[config.mk]
export PLATFORM = sky130hd
export DESIGN_NAME = frontend_top
export DESIGN_NICKNAME = d
export VERILOG_FILES = /design/src/common/frontend_pkg.sv /design/src/common/iq_if.sv /design/src/fetch/branch_predictor.sv /design/src/fetch/fetch_unit.sv /design/src/verilog/dispatch_stage.sv /design/src/verilog/frontend_top.sv /design/src/verilog/inst_queue.sv
export SDC_FILE = /design/constraint.sdc
export NUM_CORES = 2
export LEC_CHECK = 0
export BUFFER_PORTS_ARGS = -buffer_cell sky130_fd_sc_hd__clkbuf_2
export CAP_MARGIN = 20
export CORE_UTILIZATION = 53
export CTS_BUF_LIST = sky130_fd_sc_hd__clkbuf_4
export DETAILED_ROUTE_END_ITERATION = 10
export GPL_ROUTABILITY_DRIVEN = 0
export PLACE_DENSITY_LB_ADDON = 0.25
export SYNTH_ARGS = -nofsm -noshare
export SYNTH_HDL_FRONTEND = slang
export SYNTH_HIERARCHICAL = 1
export SYNTH_SLANG_ARGS = --single-unit
[constraint.sdc]
create_clock -name clk -period 16.1 [get_ports clk]
set_input_delay 0.805 -clock clk [delete_from_list [all_inputs] [get_ports clk]]
set_output_delay 0.805 -clock clk [all_outputs]
set_load 0.05 [all_outputs]
[src/common/frontend_pkg.sv]
package frontend_pkg;

    // datapath and address width
    localparam int xlen = 32;

    // instruction queue sizing
    localparam int iq_depth = 32;
    localparam int iq_ptr_w = 5;

    // branch history table, indexed by pc[7:2]
    localparam int bht_entries = 64;
    localparam int bht_idx_w = 6;

    // rv32i major opcodes seen by the fetch unit
    localparam logic [6:0] opc_jal = 7'b1101111;
    localparam logic [6:0] opc_branch = 7'b1100011;

    // sequential fetch increment
    localparam logic [xlen-1:0] next_pc_step = 32'd4;

    // 2-bit saturating counter encodings
    // 00 strong not taken, 01 weak not taken, 10 weak taken, 11 strong taken
    localparam logic [1:0] ctr_init = 2'b01;
    localparam logic [1:0] ctr_min = 2'b00;
    localparam logic [1:0] ctr_max = 2'b11;

    // one queue slot
    typedef struct packed {
        logic [31:0] inst;
        logic [xlen-1:0] pc;
        logic pred;
    } fetch_entry_t;

endpackage

[src/common/iq_if.sv]
`timescale 1ns/1ps

interface iq_if (
    input logic clk
);
    import frontend_pkg::*;

    logic push;
    fetch_entry_t push_entry;
    logic full;
    logic pop;
    fetch_entry_t pop_entry;
    logic empty;
    logic flush;

    // fetch side
    modport producer (
        input clk,
        output push,
        output push_entry,
        output flush,
        input full
    );

    // storage
    modport buffer (
        input clk,
        input push,
        input push_entry,
        input pop,
        input flush,
        output full,
        output empty,
        output pop_entry
    );

    // dispatch side
    modport consumer (
        input clk,
        output pop,
        input empty,
        input pop_entry
    );

endinterface

[src/fetch/branch_predictor.sv]
`timescale 1ns/1ps

module branch_predictor (
    input  logic clk,
    input  logic rst,
    input  logic [frontend_pkg::xlen-1:0] lookup_pc,
    output logic taken,
    input  logic upd_en,
    input  logic [frontend_pkg::xlen-1:0] upd_pc,
    input  logic upd_taken
);
    import frontend_pkg::*;

    logic [1:0] ctr [bht_entries];
    logic [bht_idx_w-1:0] lookup_idx;
    logic [bht_idx_w-1:0] upd_idx;
    logic [1:0] upd_cur;

    // word aligned, so the low two bits carry no information
    assign lookup_idx = lookup_pc[bht_idx_w+1:2];
    assign upd_idx = upd_pc[bht_idx_w+1:2];

    // msb of the counter is the prediction
    assign taken = ctr[lookup_idx][1];

    assign upd_cur = ctr[upd_idx];

    always_ff @(posedge clk) begin
        if (rst) begin
            for (int i = 0; i < bht_entries; i++) begin
                ctr[i] <= ctr_init;
            end
        end else if (upd_en) begin
            if (upd_taken) begin
                if (upd_cur != ctr_max) begin
                    ctr[upd_idx] <= upd_cur + 2'd1;
                end
            end else begin
                if (upd_cur != ctr_min) begin
                    ctr[upd_idx] <= upd_cur - 2'd1;
                end
            end
        end
    end

endmodule

[src/fetch/fetch_unit.sv]
`timescale 1ns/1ps

module fetch_unit (
    input  logic clk,
    input  logic rst,
    input  logic rdy,
    input  logic clr,
    input  logic [frontend_pkg::xlen-1:0] j_pc,
    input  logic mc_wait,
    input  logic ic_done,
    input  logic [31:0] ic_inst,
    output logic ic_en,
    output logic [frontend_pkg::xlen-1:0] ic_pc,
    output logic [frontend_pkg::xlen-1:0] bp_pc,
    input  logic bp_taken,
    iq_if.producer q
);
    import frontend_pkg::*;

    logic [xlen-1:0] pc;
    logic outstanding;
    logic stale;
    logic req_start;
    logic reply;
    logic accept;
    logic is_jal;
    logic is_branch;
    logic take_branch;
    logic [xlen-1:0] imm_j;
    logic [xlen-1:0] imm_b;
    logic [xlen-1:0] next_pc;

    // only one request in flight, and only with room left in the queue
    assign req_start = rdy && !clr && !outstanding && !mc_wait && !q.full;

    // reply to the request in flight; stale ones are dropped
    assign reply = ic_done && outstanding;
    assign accept = rdy && !clr && reply && !stale;

    assign is_jal = (ic_inst[6:0] == opc_jal);
    assign is_branch = (ic_inst[6:0] == opc_branch);
    assign take_branch = is_branch && bp_taken;

    assign imm_j = {{12{ic_inst[31]}}, ic_inst[19:12], ic_inst[20], ic_inst[30:21], 1'b0};
    assign imm_b = {{20{ic_inst[31]}}, ic_inst[7], ic_inst[30:25], ic_inst[11:8], 1'b0};

    always_comb begin
        if (is_jal) begin
            next_pc = pc + imm_j;
        end else if (take_branch) begin
            next_pc = pc + imm_b;
        end else begin
            next_pc = pc + next_pc_step;
        end
    end

    // predictor looks up the address of the request in flight
    assign bp_pc = pc;

    assign q.push = accept;
    assign q.push_entry = '{inst: ic_inst, pc: pc, pred: take_branch};
    assign q.flush = clr;

    always_ff @(posedge clk) begin
        if (rst) begin
            pc <= '0;
            outstanding <= 1'b0;
            stale <= 1'b0;
            ic_en <= 1'b0;
        end else if (clr) begin
            pc <= j_pc;
            ic_en <= 1'b0;
            // a reply still owed by the cache must be thrown away
            outstanding <= outstanding && !ic_done;
            stale <= outstanding && !ic_done;
        end else if (rdy) begin
            if (reply) begin
                outstanding <= 1'b0;
                stale <= 1'b0;
                ic_en <= 1'b0;
                if (!stale) begin
                    pc <= next_pc;
                end
            end else if (req_start) begin
                outstanding <= 1'b1;
                ic_en <= 1'b1;
            end
        end
    end

    // request address, held while ic_en is up
    always_ff @(posedge clk) begin
        if (req_start) begin
            ic_pc <= pc;
        end
    end

endmodule

[src/verilog/dispatch_stage.sv]
`timescale 1ns/1ps

module dispatch_stage (
    input  logic clk,
    input  logic rst,
    input  logic rdy,
    input  logic clr,
    input  logic rob_full,
    input  logic slb_full,
    input  logic rs_full,
    iq_if.consumer q,
    output logic dec_en,
    output logic [31:0] dec_inst,
    output logic [frontend_pkg::xlen-1:0] dec_pc,
    output logic dec_pd
);

    logic stall;
    logic do_pop;

    // any full back-end structure holds dispatch
    assign stall = rob_full || slb_full || rs_full;
    assign do_pop = rdy && !clr && !stall && !q.empty;

    assign q.pop = do_pop;

    always_ff @(posedge clk) begin
        if (rst || clr) begin
            dec_en <= 1'b0;
            dec_inst <= '0;
            dec_pc <= '0;
            dec_pd <= 1'b0;
        end else if (rdy) begin
            dec_en <= do_pop;
            if (do_pop) begin
                dec_inst <= q.pop_entry.inst;
                dec_pc <= q.pop_entry.pc;
                dec_pd <= q.pop_entry.pred;
            end else begin
                // idle, show a not-taken bubble
                dec_inst <= '0;
                dec_pc <= '0;
                dec_pd <= 1'b0;
            end
        end
    end

endmodule

[src/verilog/frontend_top.sv]
`timescale 1ns/1ps

module frontend_top (
    input  logic clk,
    input  logic rst,
    input  logic rdy,

    // instruction cache
    output logic ic_en,
    output logic [frontend_pkg::xlen-1:0] ic_pc,
    input  logic ic_done,
    input  logic [31:0] ic_inst,

    // memory controller
    input  logic mc_wait,

    // reorder buffer
    input  logic clr,
    input  logic [frontend_pkg::xlen-1:0] j_pc,
    input  logic bp_upd_en,
    input  logic [frontend_pkg::xlen-1:0] bp_upd_pc,
    input  logic bp_upd_taken,

    // back-end stall levels
    input  logic rob_full,
    input  logic slb_full,
    input  logic rs_full,

    // decoder
    output logic dec_en,
    output logic [31:0] dec_inst,
    output logic [frontend_pkg::xlen-1:0] dec_pc,
    output logic dec_pd
);

    logic [frontend_pkg::xlen-1:0] bp_pc;
    logic bp_taken;

    iq_if u_iq_if (
        .clk(clk)
    );

    fetch_unit u_fetch_unit (
        .clk(clk),
        .rst(rst),
        .rdy(rdy),
        .clr(clr),
        .j_pc(j_pc),
        .mc_wait(mc_wait),
        .ic_done(ic_done),
        .ic_inst(ic_inst),
        .ic_en(ic_en),
        .ic_pc(ic_pc),
        .bp_pc(bp_pc),
        .bp_taken(bp_taken),
        .q(u_iq_if.producer)
    );

    branch_predictor u_branch_predictor (
        .clk(clk),
        .rst(rst),
        .lookup_pc(bp_pc),
        .taken(bp_taken),
        .upd_en(bp_upd_en),
        .upd_pc(bp_upd_pc),
        .upd_taken(bp_upd_taken)
    );

    inst_queue #(
        .entry_t(frontend_pkg::fetch_entry_t)
    ) u_inst_queue (
        .clk(clk),
        .rst(rst),
        .rdy(rdy),
        .q(u_iq_if.buffer)
    );

    dispatch_stage u_dispatch_stage (
        .clk(clk),
        .rst(rst),
        .rdy(rdy),
        .clr(clr),
        .rob_full(rob_full),
        .slb_full(slb_full),
        .rs_full(rs_full),
        .q(u_iq_if.consumer),
        .dec_en(dec_en),
        .dec_inst(dec_inst),
        .dec_pc(dec_pc),
        .dec_pd(dec_pd)
    );

endmodule

[src/verilog/inst_queue.sv]
`timescale 1ns/1ps

module inst_queue #(
    parameter type entry_t = frontend_pkg::fetch_entry_t
) (
    input logic clk,
    input logic rst,
    input logic rdy,
    iq_if.buffer q
);
    import frontend_pkg::*;

    entry_t mem [iq_depth];
    logic [iq_ptr_w-1:0] wr_ptr;
    logic [iq_ptr_w-1:0] rd_ptr;
    logic [iq_ptr_w-1:0] wr_nx_ptr;
    logic [iq_ptr_w-1:0] rd_nx_ptr;
    logic [iq_depth-1:0] occupied;
    logic do_push;
    logic do_pop;

    assign wr_nx_ptr = (wr_ptr == iq_ptr_w'(iq_depth - 1)) ? '0 : wr_ptr + 1'b1;
    assign rd_nx_ptr = (rd_ptr == iq_ptr_w'(iq_depth - 1)) ? '0 : rd_ptr + 1'b1;

    // one bit per slot
    assign q.full = &occupied;
    assign q.empty = ~|occupied;

    assign do_push = rdy && !q.flush && q.push && !q.full;
    assign do_pop = rdy && !q.flush && q.pop && !q.empty;

    // head entry, no read latency
    assign q.pop_entry = mem[rd_ptr];

    always_ff @(posedge clk) begin
        if (rst || q.flush) begin
            wr_ptr <= '0;
            rd_ptr <= '0;
            occupied <= '0;
        end else begin
            // push and pop never hit the same slot
            if (do_push) begin
                wr_ptr <= wr_nx_ptr;
                occupied[wr_ptr] <= 1'b1;
            end
            if (do_pop) begin
                rd_ptr <= rd_nx_ptr;
                occupied[rd_ptr] <= 1'b0;
            end
        end
    end

    always_ff @(posedge clk) begin
        if (do_push) begin
            mem[wr_ptr] <= q.push_entry;
        end
    end

endmodule
== Yosys cells after proc, flatten, opt, wreduce, memory -nomap -nowiden ==
Memories as Yosys holds them, arrays and structs flattened. A register that Yosys moved wholly into a read port is not among the register bits.
Cells that the tools add are included.
Cells by class
  bitwise logic cells: 4
  reductions and logical operators: 40
  $add $sub $neg: 7
  muxes and demuxes: 47
  magnitude comparators: 4
  equality and inequality tests: 6
Operators with widths (count)
  2-to-1 mux 32 bit: 11
  adder 32 bit: 2
  adder 32 x 3 -> 32 bit, second input constant: 1
  bitwise AND 32 bit: 1
  inverter 32 bit: 1
  bitwise OR 32 bit: 1
  AND reduction 32 bit: 1
  OR reduction 32 bit: 1
  2-to-1 mux 1 bit: 25
  2-to-1 mux 5 bit: 4
  2-to-1 mux 6 bit: 3
  logical AND 1 bit: 17
  == test 7 bit, second input constant: 2
  less-than comparator 5 x 6 -> 1 bit, second input constant: 2
  adder 5 x 1 -> 5 bit, second input constant: 2
  demux 1 bit (select 5 bit): 2
  == test 5 bit, second input constant: 2
  greater-or-equal comparator 5 x 1 -> 1 bit, second input constant: 2
  nonzero test 2 bit: 4
  zero test 1 bit: 7
  AND reduction 2 bit: 3
  2-to-1 mux 2 bit: 2
  != test 2 bit, second input constant: 2
  OR reduction 2 bit: 2
  6 further kinds: 8
Word-level totals
  bits in writable memories: 2208
  bits of input ports: 107
  register bits: 175
  memories kept: 2
  word-level logic and storage cells: 122
  output and inout port bits: 99
Memory list
  u_inst_queue.mem: depth 32, bits a word 65, read ports 1, clocked after Yosys merged registers in 1, write ports 1, RTL line inst_queue.sv:13  | entry_t mem [iq_depth];
  u_branch_predictor.ctr: depth 64, bits a word 2, read ports 2, clocked after Yosys merged registers in 1, write ports 64, RTL line branch_predictor.sv:14  | logic [1:0] ctr [bht_entries];

== Longest topological paths before layout ==
  word-level depth: 10
  gate-level depth with buffers: 15
  mapped depth without buffers: 12

== By module ==
The synthesis kept the hierarchy.
By module, submodules not included
  inst_queue: area an instance 81056.5 µm², cells each 3600, instances 1, sequential area each 63400.8 µm²
  branch_predictor: area an instance 8421.8 µm², cells each 855, instances 1, sequential area each 3843.7 µm²
  fetch_unit: area an instance 6765.2 µm², cells each 835, instances 1, sequential area each 1661.6 µm²
  dispatch_stage: area an instance 2323.5 µm², cells each 233, instances 1, sequential area each 1321.3 µm²

== Worst setup path after synthesis ==
OpenSTA, ideal clock, no wires.
  path kind: input -> register
  from: input ic_done
  to: memory u_inst_queue/mem[21][0] (netlist bit), enable pin
  slack: 10.521 ns
  path buffers: 1
  arrival time: 5.091 ns
  stages: 9
  required time: 15.611 ns
  setup time: 0.489 ns
  cells stage by stage: nand3_1 -> nor2_1 -> nand2_1 -> inv_1 -> nand3_1 -> a21oi_1 -> clkbuf_1 -> nand2_1 -> nor2_1
Between the ends
  cells in the longest elaborated chain, start to end: 7
RTL lines
  start: declaration: RTL line frontend_top.sv:11  | input logic ic_done,
  logical AND 1 bit: RTL line fetch_unit.sv:37  | assign reply = ic_done && outstanding;
  logical AND 1 bit (2 in a row): RTL line fetch_unit.sv:38  | assign accept = rdy && !clr && reply && !stale;
  via u_iq_if.push: RTL line iq_if.sv:8  | logic push;
  logical AND 1 bit (2 in a row): RTL line inst_queue.sv:29  | assign do_push = rdy && !q.flush && q.push && !q.full;
  2-to-1 mux 1 bit: RTL line inst_queue.sv:54  | if (do_push) begin
  2-to-1 mux 1 bit (not written as such): RTL line inst_queue.sv:55  | mem[wr_ptr] <= q.push_entry;
  end: declaration: RTL line inst_queue.sv:13
The timed path passes the listed nets, and every way through them passes these cells.

==> results by group <==
Logic synthesis
  • Yosys top cell area share: about two thirds
  • EDFF count, synth: 2240
  • Largest area contributor in the netlist: edfxtp_1
  • Synth Cell Area: slightly below 0.1 mm2
  • Syn Nets: 5686
  • Synth Instances: 5523
  • Largest cells by area after synthesis: edfxtp_1 68%, mux4_2 12%, dfxtp_1 3.0%, mux2i_1 1.8%, nor2_1 1.1%
  • Register bit total from synthesis: between 2000 and 2500
  • Prevailing post-synth register cell: edfxtp_1
  • Synth Warn #: 6
  • Post-synthesis sequential area ratio: a little under three quarters
  • Distinct cells, synth: 97
  • Mean Syn Cell Area: between 15 and 20 um2
  • Ys async rst share: 0%

Floorplanning
  • Die height: around 430 um
  • Ports: 206
  • Core area: about 0.18 mm2
  • Row count: ~160
  • Die width: 433 um
  • Initial Util: about 54%
  • Die area: approximately 0.19 mm2

Cells and area
  • Nets@finish: around 6300
  • Area of the multi-input gates: 0.0260 mm2
  • Final std cells w/o fill: roughly 9000
  • Share of post-route cells with drive strength above 1: between 20 and 30%
  • Area Growth Syn to Fin: 11.5%
  • Fill count: 13600
  • FF+latch area: 0.0702 mm2

Worst setup path
  • CP Class: reg2reg
  • Crit path launch type: flip-flop
  • Worst-path maximum fanout: 58
  • Arr. time, crit path: around 7400 ps
  • Crit end category: flip-flop
  • R2R Setup Slk: slightly above 10000 ps
  • Worst Path Required: about 17000 ps

STA
  • Setup violators final: 0
  • RSZ-0062 raised after global routing: no
  • F_max: 0.165 GHz
  • Min Tclk post-route: about 6000 ps
  • Max Slew Vio Count: 0
  • Final worst clock skew: around 75 ps
  • Tightest Pin Transition: roughly 1300 ps
  • Final setup TNS: 0 ps
  • Fin Hold WS: ~140 ps
  • Final Hold Fails: 0
  • Tcrit/Tclk final: about 38%
  • Rel. slew slack: roughly 14%

Routing
  • Drt initial violations: 7338
  • Post-Route WL: roughly 270000 um
  • Post-route DRC violation count: 0
  • First-pass detailed-route iteration total: 7
  • Post-route ant nets: 0
  • Vias: around 58000
  • Routed len/inst: between 30 and 40 um
  • Vias per cell: roughly 6.5

Run
  • Max_cap viols: 0

Global route
  • First-pass GRT wire length: a little under 400000 um
  • Total Routing Usage GR: a little under 30%
  • Vias in the first global route: about 58000
  • Gr ovfl total: 0
  • Antenna violations before repair: 16
  • Largest net degree at the start of global routing: around 110

Clocking
  • Post-CTS sizing: 0
  • CTS Hold Bufs: 60
  • CTS tree: yes
  • Num Clock Sinks: between 2000 and 2500
  • TritonCTS Buffers: approximately 600
  • Root buf cell: clkbuf_4
  • CTS clk-pin slew, worst paths: about 70 ps
  • Clk Latency, worst-skew pair: ~1400 ps
  • Clk buf depth: 4
  • CTS HTree Levels: 6
  • Post-CTS Setup Repair Bufs: 0

Placed design
  • Final HPWL DP: between 100000 and 150000 um
  • Port-buffer cells: about 180
  • Placed cells: 7877

Worst hold path
  • HP Class: in2reg
  • Min-delay src: ic_inst[25]

Status
  • Status: complete, no violations

Power and ir drop
  • Pwr dens: between 100 and 150 mW/mm2
  • Peak VDD IR: roughly 0.086 mV
  • LEAKAGE: 34.8 nW
==> metrics by stage <==
step | cell area, um2 | setup slack [ps] | power [mW] | utilization (%)
after CTS | 110000 | 10120 | 12.3 | 59.7
after global placement | 102000 | 10140 | 7.35 | 55.3
after global routing | 110000 | 10010 | 12.7 | 59.7
after detailed placement | 102000 | 10070 | 7.36 | 55.3
final | 110000 | 10060 | 12.2 | 59.7
after floorplan | 98600 | 10520 | 7.21 | -
==> synthesized netlist by cell type (all sizes together) (69+ instances only) <==
cell / count
nand2: 258
clkbuf: 185
o21ai: 97
dfxtp: 148
edfxtp: 2240
a221o: 69
nor2: 299
mux2i: 176
buf: 270
nand3: 125
mux4: 516
a21oi: 186
==> kinds of logic (layout without fill, tap and decap cells) <==
group | count (synthesis) | in the layout | share of synthesized area (%)
xor+xnor | 56 | 56 | 0.498
buf+inv | 497 | 1465 | 2.69
simple gates | 933 | 933 | 4.48
fa+ha+maj | 56 | 56 | 0.726
flops | 2388 | 2388 | 71.2
mux | 696 | 696 | 13.6
compound gates | 897 | 897 | 6.73
other cells | 0 | 15 | 0
==> cell type report <==
cell class | instances | share of cell area (%)
Sequential cell | 2388 | 63.9
Multi-Input combinational cell | 2638 | 23.7
Clock buffer | 897 | 6.13
Tap cell | 2464 | 2.81
Timing Repair Buffer | 408 | 2.64
Clock inverter | 118 | 0.584
Inverter | 42 | 0.149
Antenna cell | 15 | 0.0342
==> worst paths after layout <==
path                                                       to  cells after the start
worst min register to register  u_dispatch_stage/dec_inst[23]                      2
worst max-delay path                  u_dispatch_stage/dec_pd                     10
worst min-delay path                 u_inst_queue/mem[25][58]                      1
worst max register to register        u_dispatch_stage/dec_pd                     10
==> cells in the final DEF, fill, tap and decap left out, drive strengths merged, types with 20 or more instances in the layout <==
master,n
a32oi,65
o221ai,61
o22ai,34
a31oi,50
nor3,31
and3,35
o21ai,97
buf,170
clkinv,99
a32o,28
xnor2,39
dlygate4sd3,60
a21o,28
or2,35
a22oi,58
a22o,22
dfxtp,148
nand2b,20
mux2i,176
clkbuf,1075
mux4,516
inv,54
ha,54
a21oi,186
edfxtp,2240
a221o,69
a211oi,49
a221oi,53
nand4,31
nand2,258
nor2,299
nand3,125
==> power breakdown <==
group / switching, mW / total (mW) / leakage, nW / internal (mW)
Sequential: 0.0136 / 6.81 / 21.3 / 6.80
Clock: 2.36 / 5.00 / 4.46 / 2.64
Combinational: 0.317 / 0.432 / 9.02 / 0.115
Total: 2.69 / 12.2 / 34.8 / 9.56
==> registers in the layout, indices dropped and copies added (netlist names), named ones only <==
signal / count
u_fetch_unit/ic_pc: 32
u_inst_queue/occupied: 32
u_inst_queue/mem: 2080
u_dispatch_stage/dec_en: 1
u_branch_predictor/ctr: 128
u_dispatch_stage/dec_inst: 32
u_inst_queue/rd_ptr: 5
u_inst_queue/wr_ptr: 5
u_dispatch_stage/dec_pc: 32
u_fetch_unit/ic_en: 1
u_dispatch_stage/dec_pd: 1
u_fetch_unit/bp_pc: 32
u_fetch_unit/outstanding: 1
u_fetch_unit/stale: 1
==> critical path, cell delays in order, from the launching register on <==
cell      delay, ps
dfxtp_4         850
buf_4           710
buf_4           630
buf_4           710
buf_4           840
mux4_2          360
nand2_1          60
a32o_1          340
a221oi_1       1000
a32oi_1         220
nor2_1          150
==> layer usage <==
metal	global-route usage, %	wire length, um
met1	39.5	104000
met4	11.0	9260
met2	46.3	131000
met3	6.43	28400
met5	0	60
Power figures use the tool's default switching activity.
